### config.mk
export PLATFORM = sky130hd
export DESIGN_NAME = mouse_position
export DESIGN_NICKNAME = d
export VERILOG_FILES = /design/src/hdl/ps2_mouse_pkg.sv /design/src/hdl/mouse_position.sv
export SDC_FILE = /design/constraint.sdc
export NUM_CORES = 1
export LEC_CHECK = 0
export ABC_AREA = 1
export BUFFER_PORTS_ARGS = -buffer_cell sky130_fd_sc_hd__buf_4
export CORE_ASPECT_RATIO = 1.25
export CORE_MARGIN = 1
export CORE_UTILIZATION = 45
export CTS_CLUSTER_SIZE = 28
export DETAILED_ROUTE_END_ITERATION = 10
export PLACE_DENSITY = 0.71
export SYNTH_ARGS = -nofsm -noshare
export SYNTH_HDL_FRONTEND = slang
export SYNTH_SLANG_ARGS = --single-unit
### constraint.sdc
create_clock -name clk -period 2.3 [get_ports clk]
set_clock_uncertainty 0.15 [all_clocks]
set_input_delay 0.46 -clock clk [delete_from_list [all_inputs] [get_ports clk]]
set_output_delay 0.46 -clock clk [all_outputs]
set_load 0.01 [all_outputs]
### src/hdl/ps2_mouse_pkg.sv
`default_nettype none

package ps2_mouse_pkg;

  // ~~~~~~~~~~~~~~~~~~~~~~~~~~~~~~~~~~~~~~~~~~~~~~~~~
  // Data widths
  // ~~~~~~~~~~~~~~~~~~~~~~~~~~~~~~~~~~~~~~~~~~~~~~~~~

  typedef logic [7:0] ps2_byte_t;

  // Byte 0 sits in the top bits, then the X delta, then the Y delta
  typedef logic [23:0] packet_t;

  typedef logic signed [8:0] delta_t;
  typedef logic [8:0] coord_t;

  // Left, right and middle in bits 0, 1 and 2
  typedef logic [2:0] buttons_t;

  typedef logic [1:0] reg_addr_t;
  typedef logic [15:0] reg_data_t;

  // ~~~~~~~~~~~~~~~~~~~~~~~~~~~~~~~~~~~~~~~~~~~~~~~~~
  // Protocol bytes and register map
  // ~~~~~~~~~~~~~~~~~~~~~~~~~~~~~~~~~~~~~~~~~~~~~~~~~

  localparam ps2_byte_t CMD_ENABLE = 8'hF4;
  localparam ps2_byte_t RSP_ACK = 8'hFA;

  localparam reg_addr_t ADDR_STATUS = 2'd0;
  localparam reg_addr_t ADDR_X = 2'd1;
  localparam reg_addr_t ADDR_Y = 2'd2;

endpackage

`default_nettype wire

### src/hdl/mouse_position.sv
`timescale 1ns/1ns
`default_nettype none

module mouse_position #(
  parameter int X_MAX = 409,
  parameter int Y_MAX = 307
) (
  input  logic                    clk,
  input  logic                    rst,
  input  logic                    pkt_valid,
  input  ps2_mouse_pkg::packet_t  pkt,
  output ps2_mouse_pkg::buttons_t buttons,
  output ps2_mouse_pkg::coord_t   pos_x,
  output ps2_mouse_pkg::coord_t   pos_y,
  output logic                    pkt_new
);
  import ps2_mouse_pkg::*;

  // Room for a 9-bit coordinate plus or minus a 9-bit delta
  typedef logic signed [10:0] wide_t;

  delta_t dx;
  delta_t dy;
  wide_t  sum_x;
  wide_t  sum_y;

  function automatic coord_t clamp(input wide_t value, input int limit);
    if (value < 0) begin
      return '0;
    end else if (value > limit) begin
      return coord_t'(limit);
    end else begin
      return value[8:0];
    end
  endfunction

  // Sign bits live in byte 0, bit 4 for X and bit 5 for Y
  assign dx = {pkt[20], pkt[15:8]};
  assign dy = {pkt[21], pkt[7:0]};

  assign sum_x = wide_t'({2'b00, pos_x}) + wide_t'(dx);

  // Screen Y grows downward while mouse Y grows upward
  assign sum_y = wide_t'({2'b00, pos_y}) - wide_t'(dy);

  always_ff @(posedge clk or posedge rst) begin
    if (rst) begin
      pos_x   <= coord_t'(X_MAX / 2);
      pos_y   <= coord_t'(Y_MAX / 2);
      buttons <= '0;
      pkt_new <= 1'b0;
    end else begin
      pkt_new <= pkt_valid;
      if (pkt_valid) begin
        pos_x   <= clamp(sum_x, X_MAX);
        pos_y   <= clamp(sum_y, Y_MAX);
        buttons <= pkt[18:16];
      end
    end
  end

  a_in_bounds: assert property (@(posedge clk) disable iff (rst)
    (pos_x <= coord_t'(X_MAX)) && (pos_y <= coord_t'(Y_MAX)));

endmodule

`default_nettype wire

==> results.cfg <==
[hold_path]
hold_path.class = primary input to async pin

[synth]
synthDistinctLibCells = 30
synth_area_per_cell_um2 = 6.83
yosys_warnings = 0
ys_ff_latch = 22
yosysSeqAreaShare_pct = 26.5
synthesis.nets = 359
synth_cells = 310
syn_area_um2 = 2120

[final_layout]
multiInputGateArea_um2 = 1380
n_antenna_cell = 0
synthToLayoutAreaGrowth_pct = 26.8
drive_gt1_share_pct = 28.9
nNetsFinal = 417
seqCellArea_um2 = 561
nFillCells = 464

[clock_network]
htree_levels = 1
cts-root-buf = clkbuf_8
cts_made_buffers = 3
clock_latency_ps = 250
clock-sinks = 22
clk_path_buf_depth = 2
clkTransAtPathRegs_ps = 70
cts_tree = built

[critical_path]
required_ps = 2300
worstSetupPathType = flip-flop to flip-flop
setup.worst_path.start_class = flip-flop
r2r_setup_slack_ps = 120
r2r-end = pos_y[1]
critical_path_arrival_ps = 2180
critPathCaptureType = flip-flop
r2r_start = pos_y[0]
ff2ff_path_depth = 15
critPathMaxFanout = 8

[drt]
first_pass_iters = 4
dr_total_vias = 2088
wire_per_inst_um = 10.6
drtAntennaViolNets = 0
avgViaCountPerCell = 4.91
drt-total-wl_mm = 4.51
drc = 0
drtIter0Drc = 91

[power]
cellLeakagePower_nw = 1.57
p_per_area_nw_per_um2 = 1240
ir_drop_mv = 0.623

[run_status]
status = complete, no violations

[floorplan]
start_util_pct = 47.5
core_area_um2 = 4460
fp.dieArea_um2 = 4990
die_h_um = 78.7
fp.dieW_um = 63.4
pin_count = 49
rows = 27

[sta]
hold_violations = 0
tightest_slew_ps = 267
rsz0062_at_grt = yes
min_period_ps = 2180
setup_viol = 0
fin_tns_setup_ps = 0
slew_violations = 0
slew_headroom_pct = 82.2
period_share_pct = 94.7
whs_ps = 82.6
max_freq_mhz = 459

[global_routing]
antenna_found_initial = 0
grt_pass1_wl_mm = 7.48
grt_use_total_pct = 18.2
grt_overflow_total = 0
grt_pass1_vias = 1898
grt_max_degree = 23

[placement]
port_buffers = 45
globalplace.congestion = 0.783
hpwl_mm = 3.73

[job]
cap_violations = 0
-- cell families (layout without fill, tap and decap cells) --
kind of cell,Yosys count,in the layout,share of synthesized area (%)
AO/OA/AOI/OAI,18,18,5.49
adder cells (fa/ha/maj),22,22,13.7
buffers and inverters,56,113,10.9
AND/OR/NAND/NOR,189,189,41.9
XOR/XNOR,3,3,1.60
flip-flops,22,22,26.5
-- critical path: stages (launching register included) --
cell and delay [ps]:
dfstp_2 550, inv_1 40, ha_1 180, inv_2 70, fa_2 280, nand3_2 100, nand2_1 70, nand2_1 40
nand2_1 70, inv_1 50, nand3_2 70, nand3_2 80, nand2_4 120, nand3_2 70, nand2_1 60, nand2_1 50
-- registers in the layout, indices dropped and copies added (netlist names) --
signal	flops
buttons	3
pos_x	9
pkt_new	1
pos_y	9
-- layout by cell type, fill, tap and decap left out, types with 2 or more instances in the layout --
| master | instances |
|---|---|
| nand2_1 | 115 |
| buf_4 | 55 |
| inv_1 | 49 |
| nand3_1 | 22 |
| ha_1 | 18 |
| dfrtp_1 | 14 |
| nand4_1 | 13 |
| nor2_1 | 12 |
| nand3_2 | 9 |
| nand2_2 | 9 |
| dfstp_2 | 8 |
| a21oi_1 | 6 |
| a21oi_2 | 5 |
| clkbuf_8 | 4 |
| inv_2 | 3 |
| nand3b_1 | 3 |
| o21ai_1 | 3 |
| o21bai_1 | 2 |
| inv_4 | 2 |
| fa_2 | 2 |
-- final cells by class --
class / instances / share of cell area [%]
Sequential cell: 22 / 20.9
Tap cell: 58 / 2.70
Timing Repair Buffer: 55 / 15.4
Multi-Input combinational cell: 232 / 51.3
Clock buffer: 4 / 2.05
Inverter: 54 / 7.73
-- worst max-delay path by stage --
stage	end	cells past startpoint	start	slack (ps)
6_report	pos_y[1]	15	pos_y[0]	120
3_5_place_dp	pos_x[0]	12	pkt[8]	-160
5_1_grt	pos_y[1]	15	pos_y[0]	-20
2_1_floorplan	pos_x[0]	11	pkt[8]	80
4_1_cts	pos_x[0]	11	pos_x[0]	5
3_3_place_gp	pos_x[0]	12	pkt[8]	-120
-- stage by stage --
stage                     instances  instance area [um2]  utilization [%]  power, W  worst slack, ps
after global placement          418                 2560             57.3   0.00289             -115
after floorplan                 310                 2120                -   0.00231             76.0
after CTS                       422                 2610             58.6   0.00321             4.76
final                           425                 2690             60.2   0.00334              122
after global routing            425                 2690             60.2   0.00369            -15.6
after detailed placement        418                 2560             57.3   0.00294             -164
-- per-layer routing --
metal | track usage, % | up-vias | part of all wire [%]
met5 | 0 | - | 0
li1 | - | 1089 | -
met3 | 0.575 | 2 | 2.7
met1 | 20.5 | 955 | 41
met4 | 5.68 | 0 | 0.75
met2 | 36.1 | 42 | 55
-- synth_stat cells, drive strengths merged --
cell / number / area share (%)
nand2: 125 / 23
inv: 54 / 9.7
nand3: 32 / 9.3
ha: 20 / 12
dfrtp: 14 / 17
nor2: 14 / 3.6
nand4: 13 / 3.8
a21oi: 11 / 3.5
dfstp: 8 / 9.9
o21ai: 4 / 0.94
nand3b: 3 / 1.1
fa: 2 / 1.9
o21bai: 2 / 0.71
xnor2: 2 / 0.83
and2: 1 / 0.30
buf: 1 / 0.53
clkbuf: 1 / 0.65
o211ai: 1 / 0.35
or2: 1 / 0.30
xor2: 1 / 0.77
-- report_power, final --
part	switching [W]	total (W)	internal (W)
Clock	0.000112	0.000264	0.000152
Combinational	0.00134	0.00234	0.000994
Sequential	0.000161	0.000740	0.000580
-- timing repair --
item                                    4_1_cts  5_1_grt
resized for setup                             0       12
hold buffers                                  0        0
setup buffers                                 0        3
endpoints found under the setup margin        0       11
(Power assumes the default switching activity.)
