--- config.mk ---
export PLATFORM = sky130hd
export DESIGN_NAME = ps2_host_tx
export DESIGN_NICKNAME = d
export VERILOG_FILES = /design/src/hdl/ps2_mouse_pkg.sv /design/src/hdl/ps2_host_tx.sv
export SDC_FILE = /design/constraint.sdc
export NUM_CORES = 1
export LEC_CHECK = 0
export ABC_AREA = 1
export BUFFER_PORTS_ARGS = -buffer_cell sky130_fd_sc_hd__buf_2
export CAP_MARGIN = 0
export CORE_MARGIN = 1
export CORE_UTILIZATION = 50
export DETAILED_ROUTE_END_ITERATION = 12
export PLACE_DENSITY = 0.68
export SETUP_SLACK_MARGIN = 0.1
export SYNTH_ARGS = -nofsm -noshare
export SYNTH_HDL_FRONTEND = slang
export SYNTH_SLANG_ARGS = --single-unit
--- constraint.sdc ---
create_clock -name clk -period 2.35 [get_ports clk]
set_input_delay 0.47 -clock clk [delete_from_list [all_inputs] [get_ports clk]]
set_output_delay 0.47 -clock clk [all_outputs]
set_load 0.01 [all_outputs]
--- src/hdl/ps2_mouse_pkg.sv ---
`default_nettype none

package ps2_mouse_pkg;

  // ~~~~~~~~~~~~~~~~~~~~~~~~~~~~~~~~~~~~~~~~~~~~~~~~~
  // Data widths
  // ~~~~~~~~~~~~~~~~~~~~~~~~~~~~~~~~~~~~~~~~~~~~~~~~~

  typedef logic [7:0] ps2_byte_t;

  // Byte 0 sits in the top bits, then the X delta, then the Y delta
  typedef logic [23:0] packet_t;

  typedef logic signed [8:0] delta_t;
  typedef logic [8:0] coord_t;

  // Left, right and middle in bits 0, 1 and 2
  typedef logic [2:0] buttons_t;

  typedef logic [1:0] reg_addr_t;
  typedef logic [15:0] reg_data_t;

  // ~~~~~~~~~~~~~~~~~~~~~~~~~~~~~~~~~~~~~~~~~~~~~~~~~
  // Protocol bytes and register map
  // ~~~~~~~~~~~~~~~~~~~~~~~~~~~~~~~~~~~~~~~~~~~~~~~~~

  localparam ps2_byte_t CMD_ENABLE = 8'hF4;
  localparam ps2_byte_t RSP_ACK = 8'hFA;

  localparam reg_addr_t ADDR_STATUS = 2'd0;
  localparam reg_addr_t ADDR_X = 2'd1;
  localparam reg_addr_t ADDR_Y = 2'd2;

endpackage

`default_nettype wire

--- src/hdl/ps2_host_tx.sv ---
`timescale 1ns/1ns
`default_nettype none

module ps2_host_tx #(
  parameter int INHIBIT_CYCLES = 1000
) (
  input  logic clk,
  input  logic rst,
  input  logic ps2_clk_in,
  output logic clk_drive_low,
  output logic data_drive_low,
  output logic tx_done
);
  import ps2_mouse_pkg::*;

  localparam int CNT_W = $clog2(INHIBIT_CYCLES + 1);

  // Odd parity over the command byte
  localparam logic PARITY_BIT = ~^CMD_ENABLE;

  typedef enum logic [2:0] {
    ST_INHIBIT,
    ST_START,
    ST_DATA,
    ST_PARITY,
    ST_STOP,
    ST_DONE
  } tx_state_t;

  tx_state_t        state;
  logic [CNT_W-1:0] hold_cnt;
  logic [2:0]       bit_cnt;
  logic [1:0]       clk_sync;
  logic             clk_prev;
  logic             clk_fall;

  // ~~~~~~~~~~~~~~~~~~~~~~~~~~~~~~~~~~~~~~~~~~~~~~~~~
  // Device clock synchronizer and fall detect
  // ~~~~~~~~~~~~~~~~~~~~~~~~~~~~~~~~~~~~~~~~~~~~~~~~~

  always_ff @(posedge clk or posedge rst) begin
    if (rst) begin
      clk_sync <= 2'b11;
      clk_prev <= 1'b1;
    end else begin
      clk_sync <= {clk_sync[0], ps2_clk_in};
      clk_prev <= clk_sync[1];
    end
  end

  assign clk_fall = clk_prev & ~clk_sync[1];

  // ~~~~~~~~~~~~~~~~~~~~~~~~~~~~~~~~~~~~~~~~~~~~~~~~~
  // Command FSM
  // ~~~~~~~~~~~~~~~~~~~~~~~~~~~~~~~~~~~~~~~~~~~~~~~~~

  // The device samples on its rising edge, so each new bit is put on
  // the data line right after a falling edge
  always_ff @(posedge clk or posedge rst) begin
    if (rst) begin
      state          <= ST_INHIBIT;
      hold_cnt       <= '0;
      bit_cnt        <= '0;
      clk_drive_low  <= 1'b0;
      data_drive_low <= 1'b0;
      tx_done        <= 1'b0;
    end else begin
      case (state)
        ST_INHIBIT: begin
          clk_drive_low <= 1'b1;
          hold_cnt      <= hold_cnt + 1'b1;
          if (hold_cnt == CNT_W'(INHIBIT_CYCLES)) begin
            // Release the clock and hold data low as the request-to-send
            state          <= ST_START;
            clk_drive_low  <= 1'b0;
            data_drive_low <= 1'b1;
          end
        end
        ST_START: begin
          if (clk_fall) begin
            state          <= ST_DATA;
            bit_cnt        <= '0;
            data_drive_low <= ~CMD_ENABLE[0];
          end
        end
        ST_DATA: begin
          if (clk_fall) begin
            if (bit_cnt == 3'd7) begin
              state          <= ST_PARITY;
              data_drive_low <= ~PARITY_BIT;
            end else begin
              bit_cnt        <= bit_cnt + 1'b1;
              data_drive_low <= ~CMD_ENABLE[bit_cnt + 3'd1];
            end
          end
        end
        ST_PARITY: begin
          if (clk_fall) begin
            // Stop bit is a released line
            state          <= ST_STOP;
            data_drive_low <= 1'b0;
          end
        end
        ST_STOP: begin
          // The next fall is the line-ack clock from the device
          if (clk_fall) begin
            state   <= ST_DONE;
            tx_done <= 1'b1;
          end
        end
        default: begin
          state <= ST_DONE;
        end
      endcase
    end
  end

  // Once the inhibit is over the host never pulls both lines at once
  a_no_overlap: assert property (@(posedge clk) disable iff (rst)
    (state != ST_INHIBIT) |-> !(clk_drive_low && data_drive_low));

endmodule

`default_nettype wire

==> run_results.csv <==
group,metric,value,unit
timing,finClkSkew,6.02,ps
clock_network,holdBufCountCts,0,
global_routing,grt_pass1_wl,3380,um
drt,avgRoutedWirePerCell,11.6,um
floorplan,core_area,2190,um^2
logic_synthesis,synth_ff_type,"dfrtp_1",
drt,drcViolationCount,0,
logic_synthesis,syn_area_per_cell,8.74,um^2
timing,finalHoldViolCount,0,
min_path,hold_path.class,"in2reg",
setup_path,reg2reg_to,"bit_cnt[0]",
floorplan,num_io_pins,6,
timing,finalSetupTns,0,ps
timing,period_needed,1380,ps
drt,vias,857,
clock_network,cts_resized,0,
clock_network,clock_latency,310,ps
setup_path,start_kind,"flip-flop",
setup_path,rrSetupSlack,970,ps
setup_path,critical_path.top_delay_family,"flip-flops",
clock_network,cts_setup_buffers,0,
drt,antenna_violating_nets_post_route,0,
setup_path,cp_slowest_cell,"dfrtp_1",
global_routing,grt_usage,18.1,%
floorplan,rows,17,
floorplan,dieArea,2520,um^2
finish,drive_above_1_share,18.3,%
logic_synthesis,synth_nets,141,
power,cellPowerDensity,455,nW/um^2
clock_network,cts_tree,"yes",
global_routing,grt_overflow,0,
logic_synthesis,synth_top_area_share,40.9,%
power,p_int,452,uW
setup_path,endpoint_kind,"flip-flop",
logic_synthesis,ys_types,24,
global_routing,grt_pass1_vias,819,
timing,slew_viol_final,0,
logic_synthesis,yosysSeqAreaShare,47.7,%
finish,fin_nets,151,
floorplan,die_w,50.2,um
timing,setup_violations,0,
logic_synthesis,synth.most_common_cell,"nand2_1",
global_routing,grt_start_max_net_pins,23,
power,clkPwrFrac,30.2,%
setup_path,cp-endpoint,"bit_cnt[0]",
setup_path,slowest_delay,430,ps
global_routing,antenna_found_initial,0,
power,seqPwrFrac,67.6,%
clock_network,cts.sinks,22,
timing,rsz0062_at_grt,"no",
clock_network,cts-htree-levels,1,
placement,gp_congestion,0.874,
setup_path,cp.arrival,1580,ps
logic_synthesis,synth_area_leaders,"dfrtp_1, nand2_1, dfstp_2, ha_1, inv_1",
finish,syn2layout_area_growth,7.43,%
run,cap_violations,0,
placement,portBuffers,5,
finish,stdcell_count,170,
drt,drt_wl_total,1970,um
status,status,"finished, final reports clean",
logic_synthesis,yosys-top-cells-count,"nand2_1, dfrtp_1, inv_1, nor2_1",
logic_synthesis,yosys_warnings,0,
logic_synthesis,synth_area_leader_cell,"dfrtp_1",
power,p_sw,117,uW
logic_synthesis,syn_area,1160,um^2
power,leakage,0.000591,uW
drt,via_per_inst,5.04,
setup_path,ff2ff_path_depth,6,
setup_path,r2r_start,"bit_cnt[0]",
floorplan,start_util,53.1,%
logic_synthesis,synthCells,133,
power,power_frac_comb,2.2,%
clock_network,cts-root-buf,"clkbuf_4",
power,ir_drop,0.000303,V
logic_synthesis,async_flop_share,100,%
clock_network,clk_path_buf_depth,2,
setup_path,worstSetupPathType,"reg2reg",
clock_network,clk_pin_slew,100,ps
timing,slew_headroom,45.5,%
logic_synthesis,synth_edf_count,0,
timing,fmax,723,MHz
drt,first_iter_violations,24,
floorplan,die_y,50.2,um
clock_network,cts_buffers,3,
setup_path,cp.required,2540,ps
timing,period_share,58.9,%
setup_path,cp_max_fo,4,
placement,dp_cells,166,
setup_path,critPathLaunch,"bit_cnt[0]",
timing,worstMarginPinSlew,816,ps
drt,drt_first_pass_iters,4,
setup_path,worstSetupPathDepth,6,
setup_path,path_cells,"ha_1 > ha_1 > o21ai_2 > nand2_1 > nand2_1 > o21ai_1",
power,sw_frac_of_total,20.6,%
placement,hpwl,1500,um
finish,diodes,0,
logic_synthesis,ys_ff_latch,22,
setup_path,cp_num_buf_inv,0,
cell families after synthesis:
group / synth area share, %
simple gates: 28.6
flops: 47.7
buf+inv: 6.24
compound gates: 6.78
xor+xnor: 5.27
fa+ha+maj: 5.38
metrics by stage:
stage	util (%)	hold WS, ps	setup slack (ps)	power [uW]	cell area (um^2)
after floorplan	-	345	1090	400	1160
after global placement	55.8	346	1020	405	1220
after detailed placement	55.8	350	971	405	1220
after CTS	57.0	234	954	584	1250
after global routing	57.0	227	831	597	1250
final	57.0	251	966	569	1250
power groups by stage:
stage	registers (uW)	clock network, uW	logic [uW]
2_1_floorplan	391	0	8.73
3_3_place_gp	391	0	13.1
3_5_place_dp	392	0	13.2
4_1_cts	385	186	13.2
5_1_grt	385	197	14.8
6_report	384	172	12.5
area by class of cell:
| class | instances | area [um^2] |
|---|---|---|
| Fill cell | 204 | 942 |
| Sequential cell | 22 | 554 |
| Multi-Input combinational cell | 93 | 536 |
| Inverter | 18 | 72.6 |
| Tap cell | 28 | 35.0 |
| Clock buffer | 4 | 26.3 |
| Timing Repair Buffer | 5 | 25.0 |
worst register-to-register path: stages, from the launching register on:
cell     delay [ps]
dfrtp_1         430
ha_1            210
ha_1            220
o21ai_2         150
nand2_1         120
nand2_1          80
o21ai_1          70
how the worst min path moves through the flow:
| stage | startpoint | end | slack, ps | depth (start not counted) |
|---|---|---|---|---|
| after floorplan | clk_sync[0] | clk_sync[1] | 350 | 0 |
| after global placement | clk_sync[0] | clk_sync[1] | 350 | 0 |
| after detailed placement | clk_sync[0] | clk_sync[1] | 350 | 0 |
| after CTS | ps2_clk_in | clk_sync[0] | 230 | 1 |
| after global routing | ps2_clk_in | clk_sync[0] | 230 | 1 |
| final | ps2_clk_in | clk_sync[0] | 250 | 1 |
placed cells by master (no fill, tap or decap), drive strengths merged, types with 4 or more instances in the layout:
cell type / count
ha: 5
dfrtp: 19
xor2: 5
nor2: 18
nand2: 38
clkbuf: 4
buf: 5
inv: 18
nand3: 6
o21ai: 9
routing by layer:
metal | global-route usage, % | wire (um) | part of all wire [%]
met5 | 0 | 0 | 0
met3 | 3.64 | 55 | 2.8
met2 | 31.8 | 986 | 50
met4 | 8.57 | 35 | 1.8
met1 | 20.8 | 893 | 45
flip-flops by register name (all words and copies together) (netlist names):
signal / count
tx_done: 1
data_drive_low: 1
hold_cnt: 10
bit_cnt: 3
clk_sync: 2
clk_prev: 1
clk_drive_low: 1
state: 3
No activity file was read; power rests on OpenSTA's default activity.
