**src/hdl/ps2_mouse_pkg.sv**
```systemverilog
`default_nettype none

package ps2_mouse_pkg;

  // ~~~~~~~~~~~~~~~~~~~~~~~~~~~~~~~~~~~~~~~~~~~~~~~~~
  // Data widths
  // ~~~~~~~~~~~~~~~~~~~~~~~~~~~~~~~~~~~~~~~~~~~~~~~~~

  typedef logic [7:0] ps2_byte_t;

  // Byte 0 sits in the top bits, then the X delta, then the Y delta
  typedef logic [23:0] packet_t;

  typedef logic signed [8:0] delta_t;
  typedef logic [8:0] coord_t;

  // Left, right and middle in bits 0, 1 and 2
  typedef logic [2:0] buttons_t;

  typedef logic [1:0] reg_addr_t;
  typedef logic [15:0] reg_data_t;

  // ~~~~~~~~~~~~~~~~~~~~~~~~~~~~~~~~~~~~~~~~~~~~~~~~~
  // Protocol bytes and register map
  // ~~~~~~~~~~~~~~~~~~~~~~~~~~~~~~~~~~~~~~~~~~~~~~~~~

  localparam ps2_byte_t CMD_ENABLE = 8'hF4;
  localparam ps2_byte_t RSP_ACK = 8'hFA;

  localparam reg_addr_t ADDR_STATUS = 2'd0;
  localparam reg_addr_t ADDR_X = 2'd1;
  localparam reg_addr_t ADDR_Y = 2'd2;

endpackage

`default_nettype wire

```
**src/hdl/mouse_regs.sv**
```systemverilog
`timescale 1ns/1ns
`default_nettype none

module mouse_regs (
  input  logic                     clk,
  input  logic                     rst,
  input  logic                     cs,
  input  ps2_mouse_pkg::reg_addr_t addr,
  output ps2_mouse_pkg::reg_data_t rdata,
  input  ps2_mouse_pkg::buttons_t  buttons,
  input  ps2_mouse_pkg::coord_t    pos_x,
  input  ps2_mouse_pkg::coord_t    pos_y,
  input  logic                     pkt_new,
  input  logic                     ack_seen,
  input  logic                     tx_done,
  input  logic                     parity_err
);
  import ps2_mouse_pkg::*;

  logic      new_flag;
  logic      perr_flag;
  logic      enabled;
  logic      status_rd;
  reg_data_t status;

  assign status_rd = cs && (addr == ADDR_STATUS);
  assign status    = {10'd0, perr_flag, enabled, new_flag, buttons};

  always_ff @(posedge clk or posedge rst) begin
    if (rst) begin
      new_flag  <= 1'b0;
      perr_flag <= 1'b0;
      enabled   <= 1'b0;
      rdata     <= '0;
    end else begin
      // A pulse in the same cycle as the clearing read wins
      new_flag  <= pkt_new | (new_flag & ~status_rd);
      perr_flag <= parity_err | (perr_flag & ~status_rd);
      enabled   <= enabled | (ack_seen & tx_done);
      if (cs) begin
        case (addr)
          ADDR_STATUS: rdata <= status;
          ADDR_X: rdata <= reg_data_t'(pos_x);
          ADDR_Y: rdata <= reg_data_t'(pos_y);
          default: rdata <= '0;
        endcase
      end
    end
  end

endmodule

`default_nettype wire

```
**config.mk**
```make
export PLATFORM = sky130hd
export DESIGN_NAME = mouse_regs
export DESIGN_NICKNAME = d
export VERILOG_FILES = /design/src/hdl/ps2_mouse_pkg.sv /design/src/hdl/mouse_regs.sv
export SDC_FILE = /design/constraint.sdc
export NUM_CORES = 1
export LEC_CHECK = 0
export BUFFER_PORTS_ARGS = -buffer_cell sky130_fd_sc_hd__buf_2
export CAP_MARGIN = 20
export CORE_ASPECT_RATIO = 1.5
export CORE_UTILIZATION = 30
export CTS_BUF_LIST = sky130_fd_sc_hd__clkbuf_4 sky130_fd_sc_hd__clkbuf_8
export CTS_CLUSTER_SIZE = 14
export DETAILED_ROUTE_END_ITERATION = 8
export MAX_ROUTING_LAYER = met4
export PLACE_DENSITY = 0.69
export RECOVER_POWER = 50
export SYNTH_ARGS = -nofsm -noshare
export SYNTH_HDL_FRONTEND = slang
export SYNTH_SLANG_ARGS = --single-unit
```
**constraint.sdc**
```tcl
create_clock -name clk -period 0.8 [get_ports clk]
set_clock_uncertainty 0.05 [all_clocks]
set_input_delay 0.2 -clock clk [delete_from_list [all_inputs] [get_ports clk]]
set_output_delay 0.2 -clock clk [all_outputs]
set_load 0.1 [all_outputs]
```
==> results of run 1 <==
==> metrics by stage <==
stage | cell area, µm² | worst slack, ns | total power [mW]
global placement | 1100 | -0.215 | 1.76
detailed placement | 1100 | -0.256 | 1.78
finish | 1160 | -0.405 | 2.21
global route | 1160 | -0.431 | 2.31
floorplan | 764 | -0.219 | 1.43
CTS | 1140 | -0.403 | 2.21
==> area by class of cell <==
class                      count  area share
sequential                    12       0.287
tap                           23      0.0248
multi-input combinational     48       0.298
timing repair buffer          48       0.361
inverter                       1     0.00323
clock buffer                   4      0.0258
==> power by group through the flow <==
stage | combinational (mW) | clock [mW] | sequential [mW]
floorplan | 0.312 | 0 | 1.12
global placement | 0.995 | 0 | 0.764
detailed placement | 1.01 | 0 | 0.769
CTS | 1.01 | 0.439 | 0.757
global route | 1.07 | 0.477 | 0.764
finish | 1.03 | 0.426 | 0.757
==> sequential cells by signal, summed over array words and instances (netlist names) <==
signal / count
enabled: 1
new_flag: 1
perr_flag: 1
rdata: 9
==> worst max path at each step <==
| stage | slack, ns | to | depth (start not counted) |
|---|---|---|---|
| detailed placement | -0.26 | perr_flag$_DFF_PP0_ | 3 |
| finish | -0.41 | rdata[6] | 1 |
| global route | -0.43 | rdata[6] | 1 |
| CTS | -0.40 | rdata[6] | 1 |
| floorplan | -0.22 | new_flag$_DFF_PP0_ | 3 |
| global placement | -0.22 | new_flag$_DFF_PP0_ | 3 |
==> cells by family (layout without fill, tap and decap cells) <==
logic type	after synthesis	count (layout)	synth area share
DFF	12	12	0.429
buffers and inverters	13	53	0.125
AOI/OAI and AO/OA	12	12	0.123
and+or+nand+nor	23	23	0.231
muxes	6	6	0.0859
other	1	7	0.00536
==> layout by cell type (no fill, tap or decap), types with 5 or more instances in the layout <==
cell,instances
buf_2,29
buf_12,10
dfrtp_4,9
nand2b_1,7
conb_1,7
nand3b_1,6
mux2i_1,6
nand4b_1,6
o211ai_1,6
buf_4,6
clkbuf_4,5
==> what timing repair did <==
| item | CTS | global route |
|---|---|---|
| hold buffers | 1 | 0 |
| hold endpoints to repair | 12 | 0 |
| resized for setup | 1 | 4 |
| pin swaps | 1 | 1 |
| setup buffers | 0 | 1 |
| endpoints found under the setup margin | 18 | 18 |
==> layer usage <==
layer	vias to the layer above	global-route usage	wire length, µm
li1	318	-	-
met1	310	0.189	713
met2	24	0.263	973
met3	4	0.0293	80
met4	0	0.0829	25
met5	-	-	0
==> flow_summary.toml, run 1 <==
[worst_setup_path]
reg2reg_from = "rdata[6]$_DFFE_PP0P_"
r2r_end = "rdata[6]$_DFFE_PP0P_"
crit_start = "rdata[6]$_DFFE_PP0P_"
worst-setup-path-type = "flip-flop to output port"
r2r_slack_ns = -0.13
cp.required_ns = 0.55
endpoint_kind = "output port"
ff2ff_path_depth = 3
arrival_ns = 0.96
critPathMaxStageDelay_ns = 0.50
cp_cell_sequence = "buf_12"
path_buf_inv = 1
critPathMaxFanout = 2
crit_family = "flip-flops"
critPathLaunchType = "flip-flop"
slowest_stage = "dfrtp_4"

[timing]
post-route-min-period_ns = 1.21
hold_slack_ns = 0.0623
hold_violations = 0
fin_tns_setup_ns = -3.83
setup_viol = 16
worst_slack_ns = -0.405
slew_violations = 0
grt_setup_unrepaired = "yes"
fmaxAchievable_mhz = 830
fin_crit_sh = 1.51

[yosys]
synth_edf_count = 0
netlist.area_leader.share = 0.429
yosysMostFrequentCell = "dfrtp_1"
async_reset_ff_frac = 1.00
avgSynthCellArea_um2 = 10.4
yosys_warnings = 0
yosys-top-cells-count = "dfrtp_1, buf_4, nand2b_1"
synth_cell_types = 15
synthTopCellsByArea = "dfrtp_1, mux2i_1, buf_4"
synth_ff_type = "dfrtp_1"
synth_top_area_cell = "dfrtp_1"
ys_seq_elements = 12
yosysSeqAreaShare = 0.429
postSynthCellCount = 67
syn_area_um2 = 699

[pwr]
sw_frac_of_total = 0.421
p_seq_frac = 0.343
pwr-share-clk = 0.193
peakVddDrop_mv = 0.844
switching_power_mw = 0.930
p_int_mw = 1.28
p_comb_frac = 0.465
p_leak_nw = 0.521
p_per_area_nw_per_um2 = 1900

[finish]
antenna_cells = 0
num-fill-cells = 200
drive_gt1_frac = 0.558
layoutNonFillerInstCount = 136
seq_area_um2 = 334
final_nets = 144
multi_input_area_um2 = 347
area_growth_pct = 66.2
fin_util = 0.527

[detailed_routing]
vias = 656
drtPass1Iterations = 4
wl_per_cell_um = 13.2
drc_errors = 0
drt-total-wl_um = 1790
viasPerCell = 4.82
ant_nets = 0
drtIter0Drc = 22

[job]
cap_violations = 0

[global_routing]
grt_pass1_vias = 637
grtUsageTotal = 0.160
grt_pass1_wl_um = 2930
overflow = 0
antenna_found_initial = 0
grt_max_degree = 13

[die]
num_rows = 21
die_h_um = 61.1
die_area_um2 = 2530
pin_count = 46
start_util = 0.317
die_w_um = 41.4
core_um2 = 2210

[cts]
clock_latency_ns = 0.27
cts_tree = "yes"
cts_buffers = 3
htreeDepth = 1
clk_pin_slew_ns = 0.08
root_buffer = "clkbuf_4"
clk_path_buf_depth = 2
clock_sinks = 12

[status]
violations = "setup timing"
outcome = "finished with violations"

[place]
hpwl_um = 1430
gp_congestion = 0.705
port_buffers = 38
placedCellCount = 130

[min_path]
holdPathStages = 2
min_to = "new_flag$_DFF_PP0_"
hp-class = "input pin to flip-flop"
hp-start = "pkt_new"
No activity file was read; power rests on OpenSTA's default activity.
==> inputs of run 2 (changes only) <==
--- a/config.mk
+++ b/config.mk
@@ -7,14 +7,17 @@
 export LEC_CHECK = 0
 export BUFFER_PORTS_ARGS = -buffer_cell sky130_fd_sc_hd__buf_2
 export CAP_MARGIN = 20
+export CELL_PAD_IN_SITES_DETAIL_PLACEMENT = 1
+export CELL_PAD_IN_SITES_GLOBAL_PLACEMENT = 1
 export CORE_ASPECT_RATIO = 1.5
-export CORE_UTILIZATION = 30
+export CORE_UTILIZATION = 27
 export CTS_BUF_LIST = sky130_fd_sc_hd__clkbuf_4 sky130_fd_sc_hd__clkbuf_8
 export CTS_CLUSTER_SIZE = 14
 export DETAILED_ROUTE_END_ITERATION = 8
 export MAX_ROUTING_LAYER = met4
-export PLACE_DENSITY = 0.69
+export PLACE_DENSITY = 0.82
 export RECOVER_POWER = 50
+export SETUP_SLACK_MARGIN = 0.02
 export SYNTH_ARGS = -nofsm -noshare
 export SYNTH_HDL_FRONTEND = slang
 export SYNTH_SLANG_ARGS = --single-unit
==> run 2 against run 1 <==
  * The flow finishes with violations (DRC, setup timing)
  * Sequential share of layout area decreased by 0.61 points
  * Critical path type unchanged
  * Via count increased by 3.5%
  * Sequential power about the same
  * Routed wire length increased by 13%
  * Largest power group unchanged
  * Cell count increased by 2.2%
  * Final area increased by 2.2%
  * Non-clock buffer count increased by 2
==> flow_summary.toml, run 2 (synthesis results as in run 1) <==
[status]
outcome = "finished with violations"
violations = "DRC, setup timing"

[cts]
clock_latency_ns = 0.28
clk_path_buf_depth = 2
cts_tree = "yes"
clk_pin_slew_ns = 0.07
root_buffer = "clkbuf_4"
cts_buffers = 3
htreeDepth = 1
clock_sinks = 12

[die]
start_util = 0.285
die_area_um2 = 2800
die_w_um = 43.6
num_rows = 22
core_um2 = 2450
pin_count = 46
die_h_um = 64.3

[worst_setup_path]
critPathLaunchType = "flip-flop"
r2r_slack_ns = -0.13
path_buf_inv = 1
worst-setup-path-type = "flip-flop to output port"
critPathMaxFanout = 2
r2r_end = "rdata[6]$_DFFE_PP0P_"
ff2ff_path_depth = 3
crit_family = "flip-flops"
reg2reg_from = "rdata[6]$_DFFE_PP0P_"
critPathMaxStageDelay_ns = 0.50
cp_cell_sequence = "buf_12"
slowest_stage = "dfrtp_4"
endpoint_kind = "output port"
arrival_ns = 0.95
cp.required_ns = 0.55

[global_routing]
grt_pass1_vias = 685
overflow = 0
grtUsageTotal = 0.166
grt_max_degree = 13
antenna_found_initial = 0
grt_pass1_wl_um = 3230

[finish]
largest-register = "rdata"
antenna_cells = 0
final_common_cell = "buf_2"
layoutNonFillerInstCount = 139
fin_util = 0.485
final_nets = 146
drive_gt1_frac = 0.565
largest_reg_flops = 9
final_cell_mix = "buf_2, buf_12, dfrtp_4"
area_growth_pct = 69.8

[timing]
worst_slack_ns = -0.404
fmaxAchievable_mhz = 830
post-route-min-period_ns = 1.20
slew_violations = 0
grt_setup_unrepaired = "yes"
hold_slack_ns = 0.0395
setup_viol = 18
hold_violations = 0
fin_crit_sh = 1.51

[detailed_routing]
ant_nets = 0
viasPerCell = 4.88
drc_errors = 4
drtIter0Drc = 14
vias = 679
wl_per_cell_um = 14.5
drtPass1Iterations = 5
drt-total-wl_um = 2020

[min_path]
hp-start = "parity_err"
hp-class = "input pin to flip-flop"
holdPathStages = 2
min_to = "perr_flag$_DFF_PP0_"

[pwr]
p_per_area_nw_per_um2 = 1910
peakVddDrop_mv = 1.02
p_leak_nw = 0.537

[place]
gp_congestion = 0.636
placedCellCount = 130
hpwl_um = 1610
port_buffers = 38

[job]
cap_violations = 0
run 2: layer usage:
metal  global-route usage  share of wire  vias to the layer above
met5                    -              0                        -
met4                0.117          0.038                        0
met3               0.0282          0.049                        7
met2                0.259           0.55                       29
met1                0.187           0.36                      320
li1                     -              -                      323
run 2: repair_timing:
action                                  in CTS  in global routing
buffers inserted                             2                  2
hold buffers                                 1                  0
resized for setup                            3                  3
cloned                                       0                  0
endpoints found under the setup margin      18                 18
hold endpoints to repair                    12                  0
run 2: worst max-delay path by stage:
stage / start / end / slack [ns] / cells after the start
after global routing: rdata[8]$_DFFE_PP0P_ / rdata[8] / -0.43 / 1
after CTS: rdata[8]$_DFFE_PP0P_ / rdata[8] / -0.42 / 1
after global placement: addr[1] / new_flag$_DFF_PP0_ / -0.22 / 3
final: rdata[2]$_DFFE_PP0P_ / rdata[2] / -0.40 / 1
after floorplan: addr[1] / new_flag$_DFF_PP0_ / -0.22 / 3
after detailed placement: addr[1] / new_flag$_DFF_PP0_ / -0.25 / 3
run 2: power breakdown:
part / total (mW) / internal, mW / leakage (nW) / switching (mW)
sequential: 0.754 / 0.695 / 0.128 / 0.0597
clock: 0.448 / 0.228 / 0.0184 / 0.220
combinational: 1.06 / 0.382 / 0.391 / 0.682
run 2: cell type report:
cell class / count / area, µm²
fill: 280 / 1260
inverter: 1 / 3.75
timing repair buffer: 50 / 438
sequential: 12 / 334
tap: 24 / 30.0
clock buffer: 4 / 30.0
multi-input combinational: 48 / 352
run 2: stage by stage:
stage               setup TNS (ns)  power, mW  instance area, µm²  worst slack [ns]
finish                       -4.24       2.27                1190            -0.404
global route                 -4.81       2.36                1190            -0.432
CTS                          -4.19       2.27                1160            -0.419
detailed placement           -3.07       1.78                1090            -0.248
global placement             -2.62       1.75                1090            -0.222
floorplan                    -2.29       1.43                 764            -0.219
